## src/hw/corr_macros.svh

```systemverilog
`ifndef CORR_MACROS_SVH
`define CORR_MACROS_SVH

// array geometry
`define CORR_NANT   4
// pairs of antennas, nant*(nant-1)/2
`define CORR_NPAIR  6

// block counter, holds block length minus one
`define CORR_CNT_W  10
// per-pair visibility accumulator
`define CORR_ACC_W  16

// apb byte address width, one 32-bit word per register
`define CORR_ADDR_W 6

// cycles from the last strobe of a block to the bank swap
`define CORR_FLUSH  2

`endif

```

## src/hw/corr_pkg.sv

```systemverilog
`default_nettype none
`include "corr_macros.svh"

package corr_pkg;

   // -------------------------------------------------------------------------
   // host bus
   // -------------------------------------------------------------------------
   typedef struct packed {
      logic                    psel;      // slave selected
      logic                    penable;   // access phase
      logic                    pwrite;    // 1 = write
      logic [`CORR_ADDR_W-1:0] paddr;     // byte address
      logic [31:0]             pwdata;
   } apb_req_t;

   typedef struct packed {
      logic [31:0] prdata;
      logic        pready;                // tied high, no wait states
      logic        pslverr;               // bad address or ro write
   } apb_rsp_t;

   // -------------------------------------------------------------------------
   // correlator control
   // -------------------------------------------------------------------------
   typedef struct packed {
      logic                   enable;     // run the correlator
      logic [`CORR_CNT_W-1:0] bcount;     // samples per block minus one
   } corr_cfg_t;

   // register map, byte addresses
   typedef enum logic [`CORR_ADDR_W-1:0] {
      REG_CTRL   = 6'h00,                 // bit 0 enable
      REG_BCOUNT = 6'h04,
      REG_STATUS = 6'h08,                 // bit 0 ready, bit 1 overrun, clear on read
      REG_BANK   = 6'h0C,                 // frozen bank index
      REG_VIS0   = 6'h10,
      REG_VIS1   = 6'h14,
      REG_VIS2   = 6'h18,
      REG_VIS3   = 6'h1C,
      REG_VIS4   = 6'h20,
      REG_VIS5   = 6'h24
   } reg_addr_e;

   // bank switch fsm
   typedef enum logic [1:0] {
      SW_OFF,                             // disabled, counter parked
      SW_RUN,                             // counting strobes
      SW_FLUSH                            // waiting for pipeline to drain
   } sw_state_e;

endpackage

`default_nettype wire

```

## src/hw/corr_apb_regs.sv

```systemverilog
`timescale 1ns/1ns
`default_nettype none
`include "corr_macros.svh"

module corr_apb_regs import corr_pkg::*; (
   input  wire logic                   clk_x,          // correlator clock
   input  wire logic                   sw_d,           // async reset
   input  wire apb_req_t               apb_req_i,
   output apb_rsp_t                    apb_rsp_o,
   output corr_cfg_t                   cfg_o,
   input  wire logic                   swap_i,         // block finished
   input  wire logic [`CORR_ACC_W-1:0] vis_i,          // selected visibility
   input  wire logic                   bank_i,         // frozen bank index
   output logic      [2:0]             vis_sel_o,
   output logic                        irq_o           // block ready
);

   reg_addr_e               addr;
   logic                    access;       // apb access phase
   logic                    hit;          // address is mapped
   logic                    ro;           // read-only register
   logic                    wr_ok;
   logic                    rd_stat;      // status read, clears flags
   logic [31:0]             rdata;
   logic [`CORR_ADDR_W-1:0] vis_off;
   corr_cfg_t               cfg_q;
   logic                    ready_q;
   logic                    ovr_q;        // block lost before status read

   assign addr    = reg_addr_e'(apb_req_i.paddr);
   assign access  = apb_req_i.psel & apb_req_i.penable;
   assign wr_ok   = access & apb_req_i.pwrite & hit & ~ro;
   assign rd_stat = access & ~apb_req_i.pwrite & (addr == REG_STATUS);

   // -------------------------------------------------------------------------
   // address decode and read mux
   // -------------------------------------------------------------------------
   always_comb begin
      hit   = 1'b1;
      ro    = 1'b0;
      rdata = '0;
      case (addr)
         REG_CTRL:   rdata[0] = cfg_q.enable;
         REG_BCOUNT: rdata[`CORR_CNT_W-1:0] = cfg_q.bcount;
         REG_STATUS: begin
            rdata[1:0] = {ovr_q, ready_q};
            ro         = 1'b1;
         end
         REG_BANK: begin
            rdata[0] = bank_i;
            ro       = 1'b1;
         end
         REG_VIS0, REG_VIS1, REG_VIS2, REG_VIS3, REG_VIS4, REG_VIS5: begin
            rdata[`CORR_ACC_W-1:0] = vis_i;     // straight from frozen bank
            ro                     = 1'b1;
         end
         default: hit = 1'b0;
      endcase
   end

   assign apb_rsp_o.prdata  = rdata;
   assign apb_rsp_o.pready  = 1'b1;
   assign apb_rsp_o.pslverr = access & (~hit | (apb_req_i.pwrite & ro));

   // word offset from vis0 picks the pair
   assign vis_off   = apb_req_i.paddr - REG_VIS0;
   assign vis_sel_o = vis_off[4:2];

   // -------------------------------------------------------------------------
   // control and status
   // -------------------------------------------------------------------------
   always_ff @(posedge clk_x or posedge sw_d) begin
      if (sw_d) begin
         cfg_q   <= '0;
         ready_q <= 1'b0;
         ovr_q   <= 1'b0;
      end else begin
         if (wr_ok && addr == REG_CTRL) begin
            cfg_q.enable <= apb_req_i.pwdata[0];
         end
         if (wr_ok && addr == REG_BCOUNT) begin
            cfg_q.bcount <= apb_req_i.pwdata[`CORR_CNT_W-1:0];
         end
         if (swap_i) begin
            ready_q <= 1'b1;
            ovr_q   <= (ready_q | ovr_q) & ~rd_stat;  // unread block overwritten
         end else if (rd_stat) begin
            ready_q <= 1'b0;              // clear at end of access
            ovr_q   <= 1'b0;
         end
      end
   end

   assign cfg_o = cfg_q;
   assign irq_o = ready_q;

   // apb setup phase always precedes the access phase
   a_apb_setup: assert property (@(posedge clk_x) disable iff (sw_d)
      $rose(apb_req_i.penable) |-> apb_req_i.psel);

endmodule

`default_nettype wire

```

## src/hw/corr_bank_switch.sv

```systemverilog
`timescale 1ns/1ns
`default_nettype none
`include "corr_macros.svh"

module corr_bank_switch import corr_pkg::*; (
   input  wire logic      clk_x,          // correlator clock
   input  wire logic      sw_d,           // async reset
   input  wire corr_cfg_t cfg_i,          // enable and block length
   input  wire logic      strobe_i,       // new sample vector
   output logic           swap_o          // one-cycle bank swap
);

   localparam int FL_W = $clog2(`CORR_FLUSH + 1);

   sw_state_e              state_q;
   logic [`CORR_CNT_W-1:0] count_q;       // strobes seen this block
   logic [FL_W-1:0]        flush_q;       // cycles since the wrap strobe
   logic                   wrap;

   // == in normal use, >= also ends a block whose bcount was lowered mid-way
   assign wrap   = count_q >= cfg_i.bcount;
   // last flush cycle, final agreement is in the active bank by now
   assign swap_o = (state_q == SW_FLUSH) && (flush_q == FL_W'(`CORR_FLUSH - 1));

   // -------------------------------------------------------------------------
   // block counter and flush sequencing
   // -------------------------------------------------------------------------
   always_ff @(posedge clk_x or posedge sw_d) begin
      if (sw_d) begin
         state_q <= SW_OFF;
         count_q <= '0;
         flush_q <= '0;
      end else if (!cfg_i.enable) begin
         state_q <= SW_OFF;               // partial block is dropped
         count_q <= '0;
         flush_q <= '0;
      end else begin
         case (state_q)
            SW_OFF, SW_RUN: begin
               state_q <= SW_RUN;         // first enabled strobe already counts
               if (strobe_i) begin
                  if (wrap) begin
                     count_q <= '0;
                     flush_q <= '0;
                     state_q <= SW_FLUSH;
                  end else begin
                     count_q <= count_q + 1'b1;
                  end
               end
            end
            SW_FLUSH: begin
               if (swap_o) begin
                  state_q <= SW_RUN;
               end else begin
                  flush_q <= flush_q + 1'b1;
               end
            end
            default: begin
               state_q <= SW_OFF;
            end
         endcase
      end
   end

   // swap is a single pulse per block
   a_swap_pulse: assert property (@(posedge clk_x) disable iff (sw_d)
      swap_o |=> !swap_o);

   // strobe spacing keeps the flush clear of the next sample
   a_strobe_gap: assert property (@(posedge clk_x) disable iff (sw_d)
      strobe_i |=> !strobe_i [*3]);

endmodule

`default_nettype wire

```

## src/hw/corr_top.sv

```systemverilog
`timescale 1ns/1ns
`default_nettype none
`include "corr_macros.svh"

module corr_top import corr_pkg::*; (
   input  wire logic                  clk_x,           // correlator clock
   input  wire logic                  sw_d,            // async reset
   input  wire logic                  strobe_i,        // sample strobe
   input  wire logic [`CORR_NANT-1:0] sample_i,        // one bit per antenna
   input  wire apb_req_t              apb_req_i,
   output apb_rsp_t                   apb_rsp_o,
   output logic                       irq_o            // visibilities ready
);

   corr_cfg_t              cfg;
   logic [`CORR_NPAIR-1:0] agree;
   logic                   agree_valid;
   logic                   swap;
   logic [`CORR_ACC_W-1:0] vis;
   logic                   bank;
   logic [2:0]             vis_sel;

   // -------------------------------------------------------------------------
   // host side
   // -------------------------------------------------------------------------
   corr_apb_regs u_regs (
      .clk_x     (clk_x),
      .sw_d      (sw_d),
      .apb_req_i (apb_req_i),
      .apb_rsp_o (apb_rsp_o),
      .cfg_o     (cfg),
      .swap_i    (swap),
      .vis_i     (vis),
      .bank_i    (bank),
      .vis_sel_o (vis_sel),
      .irq_o     (irq_o)
   );

   // -------------------------------------------------------------------------
   // correlator datapath
   // -------------------------------------------------------------------------
   corr_bank_switch u_switch (
      .clk_x    (clk_x),
      .sw_d     (sw_d),
      .cfg_i    (cfg),
      .strobe_i (strobe_i),
      .swap_o   (swap)
   );

   corr_xcorr u_xcorr (
      .clk_x         (clk_x),
      .sw_d          (sw_d),
      .enable_i      (cfg.enable),
      .strobe_i      (strobe_i),
      .sample_i      (sample_i),
      .agree_o       (agree),
      .agree_valid_o (agree_valid)
   );

   corr_vis_banks u_banks (
      .clk_x         (clk_x),
      .sw_d          (sw_d),
      .enable_i      (cfg.enable),
      .agree_i       (agree),
      .agree_valid_i (agree_valid),
      .swap_i        (swap),
      .vis_sel_i     (vis_sel),
      .vis_o         (vis),
      .bank_o        (bank)
   );

endmodule

`default_nettype wire

```

## src/hw/corr_vis_banks.sv

```systemverilog
`timescale 1ns/1ns
`default_nettype none
`include "corr_macros.svh"

module corr_vis_banks (
   input  wire logic                   clk_x,          // correlator clock
   input  wire logic                   sw_d,           // async reset
   input  wire logic                   enable_i,
   input  wire logic [`CORR_NPAIR-1:0] agree_i,        // per-pair agreement
   input  wire logic                   agree_valid_i,
   input  wire logic                   swap_i,         // end of block
   input  wire logic [2:0]             vis_sel_i,      // pair to read out
   output logic      [`CORR_ACC_W-1:0] vis_o,          // frozen visibility
   output logic                        bank_o          // frozen bank index
);

   logic [`CORR_ACC_W-1:0] acc_q [2][`CORR_NPAIR];   // two visibility banks
   logic                   bank_q;                   // frozen bank
   logic                   act;                      // bank being built up

   assign act = ~bank_q;

   // -------------------------------------------------------------------------
   // accumulate into the active bank, swap at block end
   // -------------------------------------------------------------------------
   always_ff @(posedge clk_x or posedge sw_d) begin
      if (sw_d) begin
         bank_q <= 1'b0;
         for (int b = 0; b < 2; b++) begin
            for (int p = 0; p < `CORR_NPAIR; p++) begin
               acc_q[b][p] <= '0;
            end
         end
      end else if (swap_i) begin
         bank_q <= ~bank_q;               // active block freezes
         for (int p = 0; p < `CORR_NPAIR; p++) begin
            acc_q[bank_q][p] <= '0;       // old frozen bank starts fresh
         end
      end else if (!enable_i) begin
         for (int p = 0; p < `CORR_NPAIR; p++) begin
            acc_q[act][p] <= '0;          // idle, keep active bank clear
         end
      end else if (agree_valid_i) begin
         for (int p = 0; p < `CORR_NPAIR; p++) begin
            acc_q[act][p] <= acc_q[act][p] + `CORR_ACC_W'(agree_i[p]);
         end
      end
   end

   // -------------------------------------------------------------------------
   // readout from the frozen bank
   // -------------------------------------------------------------------------
   always_comb begin
      if (vis_sel_i < `CORR_NPAIR) begin
         vis_o = acc_q[bank_q][vis_sel_i];
      end else begin
         vis_o = '0;                      // no such pair
      end
   end

   assign bank_o = bank_q;

   // swap comes CORR_FLUSH cycles after the last strobe, clear of any agreement
   a_no_overlap: assert property (@(posedge clk_x) disable iff (sw_d)
      !(agree_valid_i && swap_i));

endmodule

`default_nettype wire

```

## src/hw/corr_xcorr.sv

```systemverilog
`timescale 1ns/1ns
`default_nettype none
`include "corr_macros.svh"

module corr_xcorr (
   input  wire logic                   clk_x,          // correlator clock
   input  wire logic                   sw_d,           // async reset
   input  wire logic                   enable_i,
   input  wire logic                   strobe_i,       // sample_i is valid
   input  wire logic [`CORR_NANT-1:0]  sample_i,       // one bit per antenna
   output logic      [`CORR_NPAIR-1:0] agree_o,        // 1 = pair bits equal
   output logic                        agree_valid_o
);

   logic [`CORR_NANT-1:0] smp_q;          // captured sample vector
   logic                  valid_q;

   // -------------------------------------------------------------------------
   // sample capture
   // -------------------------------------------------------------------------
   always_ff @(posedge clk_x or posedge sw_d) begin
      if (sw_d) begin
         valid_q <= 1'b0;
      end else begin
         valid_q <= enable_i & strobe_i;  // one cycle after the strobe
      end
   end

   always_ff @(posedge clk_x) begin
      if (enable_i && strobe_i) begin
         smp_q <= sample_i;
      end
   end

   // -------------------------------------------------------------------------
   // one-bit correlation, xnor per pair
   // -------------------------------------------------------------------------
   // pair order (0,1) (0,2) (0,3) (1,2) (1,3) (2,3)
   always_comb begin
      int p;
      p = 0;
      agree_o = '0;
      for (int a = 0; a < `CORR_NANT; a++) begin
         for (int b = a + 1; b < `CORR_NANT; b++) begin
            agree_o[p] = ~(smp_q[a] ^ smp_q[b]);  // same sign
            p = p + 1;
         end
      end
   end

   assign agree_valid_o = valid_q;

endmodule

`default_nettype wire

```

## config.mk

```make
export PLATFORM = sky130hd
export DESIGN_NAME = corr_top
export DESIGN_NICKNAME = d
export VERILOG_FILES = /design/src/hw/corr_pkg.sv /design/src/hw/corr_apb_regs.sv /design/src/hw/corr_bank_switch.sv /design/src/hw/corr_top.sv /design/src/hw/corr_vis_banks.sv /design/src/hw/corr_xcorr.sv
export VERILOG_INCLUDE_DIRS = /design/src /design/src/hw
export SDC_FILE = /design/constraint.sdc
export NUM_CORES = 1
export LEC_CHECK = 0
export BUFFER_PORTS_ARGS = -buffer_cell sky130_fd_sc_hd__buf_2
export CAP_MARGIN = 20
export CORE_ASPECT_RATIO = 0.7
export CORE_UTILIZATION = 55
export DETAILED_ROUTE_END_ITERATION = 10
export PLACE_DENSITY = 0.72
export SYNTH_ARGS = -nofsm -noshare
export SYNTH_HDL_FRONTEND = slang
export SYNTH_SLANG_ARGS = --single-unit
```

## constraint.sdc

```tcl
create_clock -name clk_x -period 9.15 [get_ports clk_x]
set_clock_uncertainty 0.2 [all_clocks]
set_input_delay 0.4575 -clock clk_x [delete_from_list [all_inputs] [get_ports clk_x]]
set_output_delay 0.4575 -clock clk_x [all_outputs]
set_load 0.01 [all_outputs]
```

==> run metrics, run 1 <==
post-cts resize count=0; Rows=54; reg-to-reg critical path startpoint=u_switch.flush_q[0]; initial antenna violation count=1; cts bufs inserted=25; minimum clock period=4880 ps; CTS tree=built; initial DRC count=2596; DR pass1 iterations=9; RSZ-0062 raised after global routing=no; Synth Area in Compound Gates=24.1%; antenna-violating nets left=0; Vias/cell=7.13; top cells by area, synth=dfrtp_1 32%, nand3_1 5.3%, mux2i_1 4.7%; # DRC=1; vias in the first global route=15400; Syn Inst Count=2057; Clock Path Buffers=3; Wirelength per Cell=23.9 µm; xor and xnor area share after synthesis=1.31%; slew at the pin with the worst max-slew slack=1210 ps; Total Wirelength=58200 µm; met2 WL post-DR=24700 µm; Max Cap Viol=0; Fin. Hold Viols=0; R2R cell count=8; Synth Area per Inst=8.47 µm²; FFs w/ async S/R, synth=98.2%; post-synth top area share=31.7%; clk_lat worst skew=550 ps; CP endpoint kind=output port; fill cell count=2721; I/O Pins=83; Core ar.=0.0311 mm²; post-synthesis adder-cell area fraction=1.72%; GPL Wtd Cong=0.940; Cell variety after synth=90; Reg clk slew, reported paths=70 ps; fin nets=2070; Crit Path Class=reg2out; CP required=8490 ps; Cell Pwr Density=146 mW/mm²; Worst setup SP type=flop; dominant cell type by area after synthesis=dfrtp_1; Synth Register Bits=225; Detailed Place HPWL=37000 µm; FF-to-FF End=u_banks.acc_q[189]; HP Class=in2reg; Congestion Overflow GR=0; CTS H-tree lvls=1; Worst slew margin=19.3%; starting density of the core=55.9%; number of port buffers=43; CTS Sinks=225; multiplexer area fraction after synthesis=11.4%; Layout area overhead=7.03%; DRT met1 WL=24700 µm; critical path peak fanout=167; Post-Syn Area=0.0174 mm²; first-pass GRT wire length=90000 µm; Root Driver=clkbuf_16; die area=0.0324 mm²; main combinational cell family by area after synthesis=compound AO/OA/AOI/OAI gates; Diodes inserted=0; Setup TNS Final=0 ps; Final Max Slew Viols=0; LEAKAGE=7.53 nW; CP arrival=4220 ps; pre-CTS setup slack=4810 ps; worst hold slack=28.6 ps; yosys warns=0; worst setup margin=4270 ps; r2r setup slk=4620 ps; most common cell after layout, fill and taps aside=dfrtp_1; uppermost layer routed=met4; layout cell share with drive strength beyond 1=10.5%; number of flops mapped to enable cells by yosys=4; via count=17400; status=finished, violations left; Max Freq=205 MHz; leading cell types in the layout, fill and taps excluded=218 x dfrtp_1, 214 x nand2_1, 183 x nand3_1; die width=215 µm; metal3 WL=7250 µm; Final setup viols=0; Seq/Total Area, Yosys=32.4%; hold path endpoint=u_regs.ovr_q; violated checks=design-rule violations; Hold Crit Start=apb_req_i[38]; gr usage total=35.1%; fin crit share=53.3%; Synth Area in Simple Gates=23.1%; Hold Path Cell Cnt=3; peak supply drop=0.138 mV; ys flop type=dfrtp_1; largest net degree at the start of global routing=168; DIE HEIGHT=151 µm
metrics by stage:
step,cells,instance area [µm²],power [mW],utilization (%)
after floorplan,2072,17500,1.49,-
after global placement,2373,17600,1.61,56.5
after detailed placement,2373,17600,1.63,56.5
after CTS,2432,18600,2.71,59.7
after global routing,2435,18700,2.80,59.9
final,2435,18700,2.72,59.9
repair_timing:
item,4_1_cts,5_1_grt
setup buffers,0,0
hold buffers,15,0
hold endpoints to repair,86,0
cells in the mapped netlist, types with 40 or more instances:
cell type	instances
a22oi_1	40
mux2i_1	82
buf_2	42
clkbuf_1	106
and3_1	57
nand2_1	214
nor2_1	104
nor3_1	45
dfrtp_1	221
a21oi_1	110
nand3_1	183
a31oi_1	42
o21ai_0	127
o211ai_1	43
cell type report:
| cell class | count | area [µm²] | area share (%) |
|---|---|---|---|
| Sequential cell | 225 | 5660 | 30.3 |
| Tap cell | 420 | 526 | 2.82 |
| Inverter | 38 | 153 | 0.818 |
| Clock buffer | 38 | 756 | 4.05 |
| Multi-Input combinational cell | 1618 | 10800 | 57.9 |
| Timing Repair Buffer | 90 | 661 | 3.54 |
| Clock inverter | 6 | 90.1 | 0.483 |
sequential cells by signal, indices dropped and copies added, names as in the netlist:
register               count
u_switch.flush_q           2
u_regs.ovr_q               1
u_banks.bank_o             1
u_xcorr.agree_valid_o      1
u_banks.acc_q            192
u_regs.cfg_o              11
u_xcorr.smp_q              4
u_switch.state_q           2
u_switch.count_q          10
u_regs.irq_o               1
where the power goes:
| group | switching (mW) | internal [mW] |
|---|---|---|
| Sequential | 0.113 | 1.07 |
| Combinational | 0.266 | 0.194 |
| Clock | 0.453 | 0.625 |
| Total | 0.833 | 1.88 |
layer usage:
layer / vias to the layer above / global-route usage [%]
met1: 8502 / 51.0
met3: 131 / 9.18
met2: 1027 / 51.1
met5: - / 0
li1: 7692 / -
met4: 0 / 10.3
kinds of logic after synthesis:
family / Yosys count
AND/OR/NAND/NOR: 791
AO/OA/AOI/OAI: 609
buffers and inverters: 229
flip-flops: 225
multiplexers: 151
XOR/XNOR: 26
adder cells (fa/ha/maj): 24
other: 2
worst max-delay path, stage by stage (launching register included):
cell and delay [ps]:
dfrtp_4 840, buf_4 770, buf_12 560, mux4_2 470, mux2_2 340, a22oi_1 270
o21ai_0 140, buf_2 160
how the worst max path moves through the flow:
stage,startpoint,endpoint,slack (ps),cells past startpoint
final,u_banks.bank_o,apb_rsp_o[10],4270,7
after global placement,u_banks.bank_o,apb_rsp_o[2],4830,8
after CTS,u_banks.bank_o,apb_rsp_o[2],4210,8
after detailed placement,u_banks.bank_o,apb_rsp_o[2],4810,8
after floorplan,sw_d,u_banks.acc_q[0],2440,1
after global routing,u_banks.bank_o,apb_rsp_o[10],4080,7
(Power assumes the default switching activity.)
==> inputs of run 2 (changes only) <==
- PLACE_DENSITY: 0.72 -> 0.74
- clock period: 9.15 -> 4.15 ns (I/O delays scaled with it)
==> run metrics, run 2 (synthesis results as in run 1) <==
status=finished clean; RSZ-0062 raised after global routing=no; DR pass1 iterations=6 (-3); critical path peak fanout=47 (-72%); CP arrival=3370 ps (-850 ps); LEAKAGE=7.67 nW (+1.9%); vias in the first global route=15800 (+2.5%); die width=215 µm (unchanged); Psw=1.83 mW (+120%); gr usage total=35.4% (+0.32 points); Max stage delay on crit path=860 ps (+20 ps); CTS tree=built; starting density of the core=55.9% (unchanged); Setup TNS Final=0 ps (unchanged); CP most frequent cell=buf_4; antenna-violating nets left=0 (unchanged); worst hold slack=68.5 ps (+39.9 ps); pre-CTS setup slack=858 ps (-3950 ps); layout cell share with drive strength beyond 1=11.7% (+1.2 points); Worst slew margin=23.6% (+4.3 points); CP endpoint kind=output port; CTS Sinks=225 (unchanged); number of port buffers=43 (unchanged); HP Class=in2reg; Total Wirelength=58800 µm (+0.99%); Rows=54 (unchanged); Layout Cells excl Fill=2469 (+1.4%); fin crit share=91.1%; peak supply drop=0.318 mV (+130%); placed cell count=2402 (+1.2%); Reg clk slew, reported paths=70 ps (about the same); Int Pwr=4.09 mW (+120%); Worst setup SP type=flop; Clock Path Buffers=3 (unchanged); CP required=3740 ps (-4750 ps); Slowest-stage cell, CP=dfrtp_4; fin nets=2103 (+1.6%); sequential share of power=44.0% (+0.6 points); minimum clock period=3780 ps; Vias/cell=7.16 (+0.44%); Fin. Hold Viols=0 (unchanged); clk_lat worst skew=550 ps (about the same); # DRC=0 (-1); I/O Pins=83 (unchanged); Detailed Place HPWL=39100 µm (+5.5%); DIE HEIGHT=151 µm (unchanged); most common cell after layout, fill and taps aside=dfrtp_1; Wirelength per Cell=23.8 µm (-0.40%); Diodes inserted=0 (unchanged); total power=5.91 mW (+120%); largest net degree at the start of global routing=154 (-8.3%); Final Max Slew Viols=0 (unchanged); Layout area overhead=8.65%; switching share of power=30.9% (+0.25 points); Final setup viols=0 (unchanged); power share of the clock group=38.5% (-1.2 points); die area=0.0324 mm² (unchanged); slew at the pin with the worst max-slew slack=1140 ps (-69.1 ps); worst setup margin=371 ps (-3900 ps); postcts setup bufs=0 (unchanged); via count=17700 (+1.8%); max FFs per register=192 (unchanged); crit-path cells=buf_4 -> buf_4 -> mux4_2 -> mux2_2 -> a22oi_1 -> o21ai_0 -> buf_2; Crit Path Class=reg2out; Core ar.=0.0311 mm² (unchanged); leading cell types in the layout, fill and taps excluded=218 x dfrtp_1, 214 x nand2_1, 183 x nand3_1; Comb power frac=17.4% (+0.4 points); first-pass GRT wire length=90400 µm (+0.39%); Max Cap Viol=0 (unchanged); Root Driver=clkbuf_16; CTS H-tree lvls=1 (unchanged); Finished Core Util=60.8% (+0.91 points); Biggest register=u_banks.acc_q; cts bufs inserted=25 (unchanged); placed inst area=0.0179 mm² (+1.8%); GPL Wtd Cong=0.952 (+1.3%); initial DRC count=2740 (+5.5%); Congestion Overflow GR=0 (unchanged); Cell Pwr Density=312 mW/mm² (+110%); initial antenna violation count=2 (+1); post-route cell area=0.0189 mm² (+1.5%); Max Freq=265 MHz
## run 2: cell count changes in the layout (fill, tap and decap cells not counted), moves of 2 or more
cell / before / now
dlymetal6s2s_1: 2 / 0
buf_4: 27 / 48
clkinv_2: 1 / 5
dlygate4sd3_1: 15 / 21
clkinv_4: 2 / 0
buf_12: 2 / 10
## run 2: cell type report
type,instances,area [µm²]
fillers,2671,12200
clock inverters,6,55.1
flip-flops and latches,225,5660
clock buffers,39,748
repair buffers,123,993
multi-input cells,1618,10800
inverters,38,149
well taps,420,526
## run 2: metal layers
| metal | part of all wire, % | global-route usage [%] | vias up | wire length (µm) |
|---|---|---|---|---|
| met5 | 0.046 | 0 | - | 27 |
| met4 | 3.5 | 13.8 | 4 | 2060 |
| met3 | 13 | 8.47 | 163 | 7500 |
| met2 | 43 | 50.8 | 1172 | 25000 |
| met1 | 41 | 51.4 | 8578 | 24100 |
| li1 | - | - | 7754 | - |
## run 2: what timing repair did
item,CTS,global route
endpoints found under the hold margin,51,0
gates resized for setup,0,0
hold buffers,21,0
## run 2: path summary, 6_finish.rpt
| check | from | to | slack [ps] | cells past startpoint |
|---|---|---|---|---|
| worst max-delay path | u_banks.bank_o | apb_rsp_o[10] | 370 | 7 |
| min in group asynchronous | sw_d | u_banks.acc_q[15] | 190 | 3 |
| worst min-delay path | apb_req_i[40] | u_regs.cfg_o[5] | 70 | 5 |
| worst min register to register | u_regs.ovr_q | u_regs.ovr_q | 310 | 2 |
| worst max register to register | u_banks.bank_o | u_banks.acc_q[106] | 750 | 8 |
| max in group asynchronous | sw_d | u_banks.acc_q[91] | 2720 | 4 |
## run 2: worst max-delay path, delay by kind of cell (launching register included)
family,cells,cell delay [ps]
AO/OA/AOI/OAI,2,460
flip-flops,1,860
buffers and inverters,3,840
multiplexers,2,650
## run 2: power groups by stage
stage	Combinational, mW	Clock (mW)	Sequential (mW)
global placement	0.950	0	2.62
CTS	1.01	2.28	2.59
floorplan	0.753	0	2.53
detailed placement	0.988	0	2.63
global route	1.12	2.36	2.62
finish	1.03	2.28	2.61
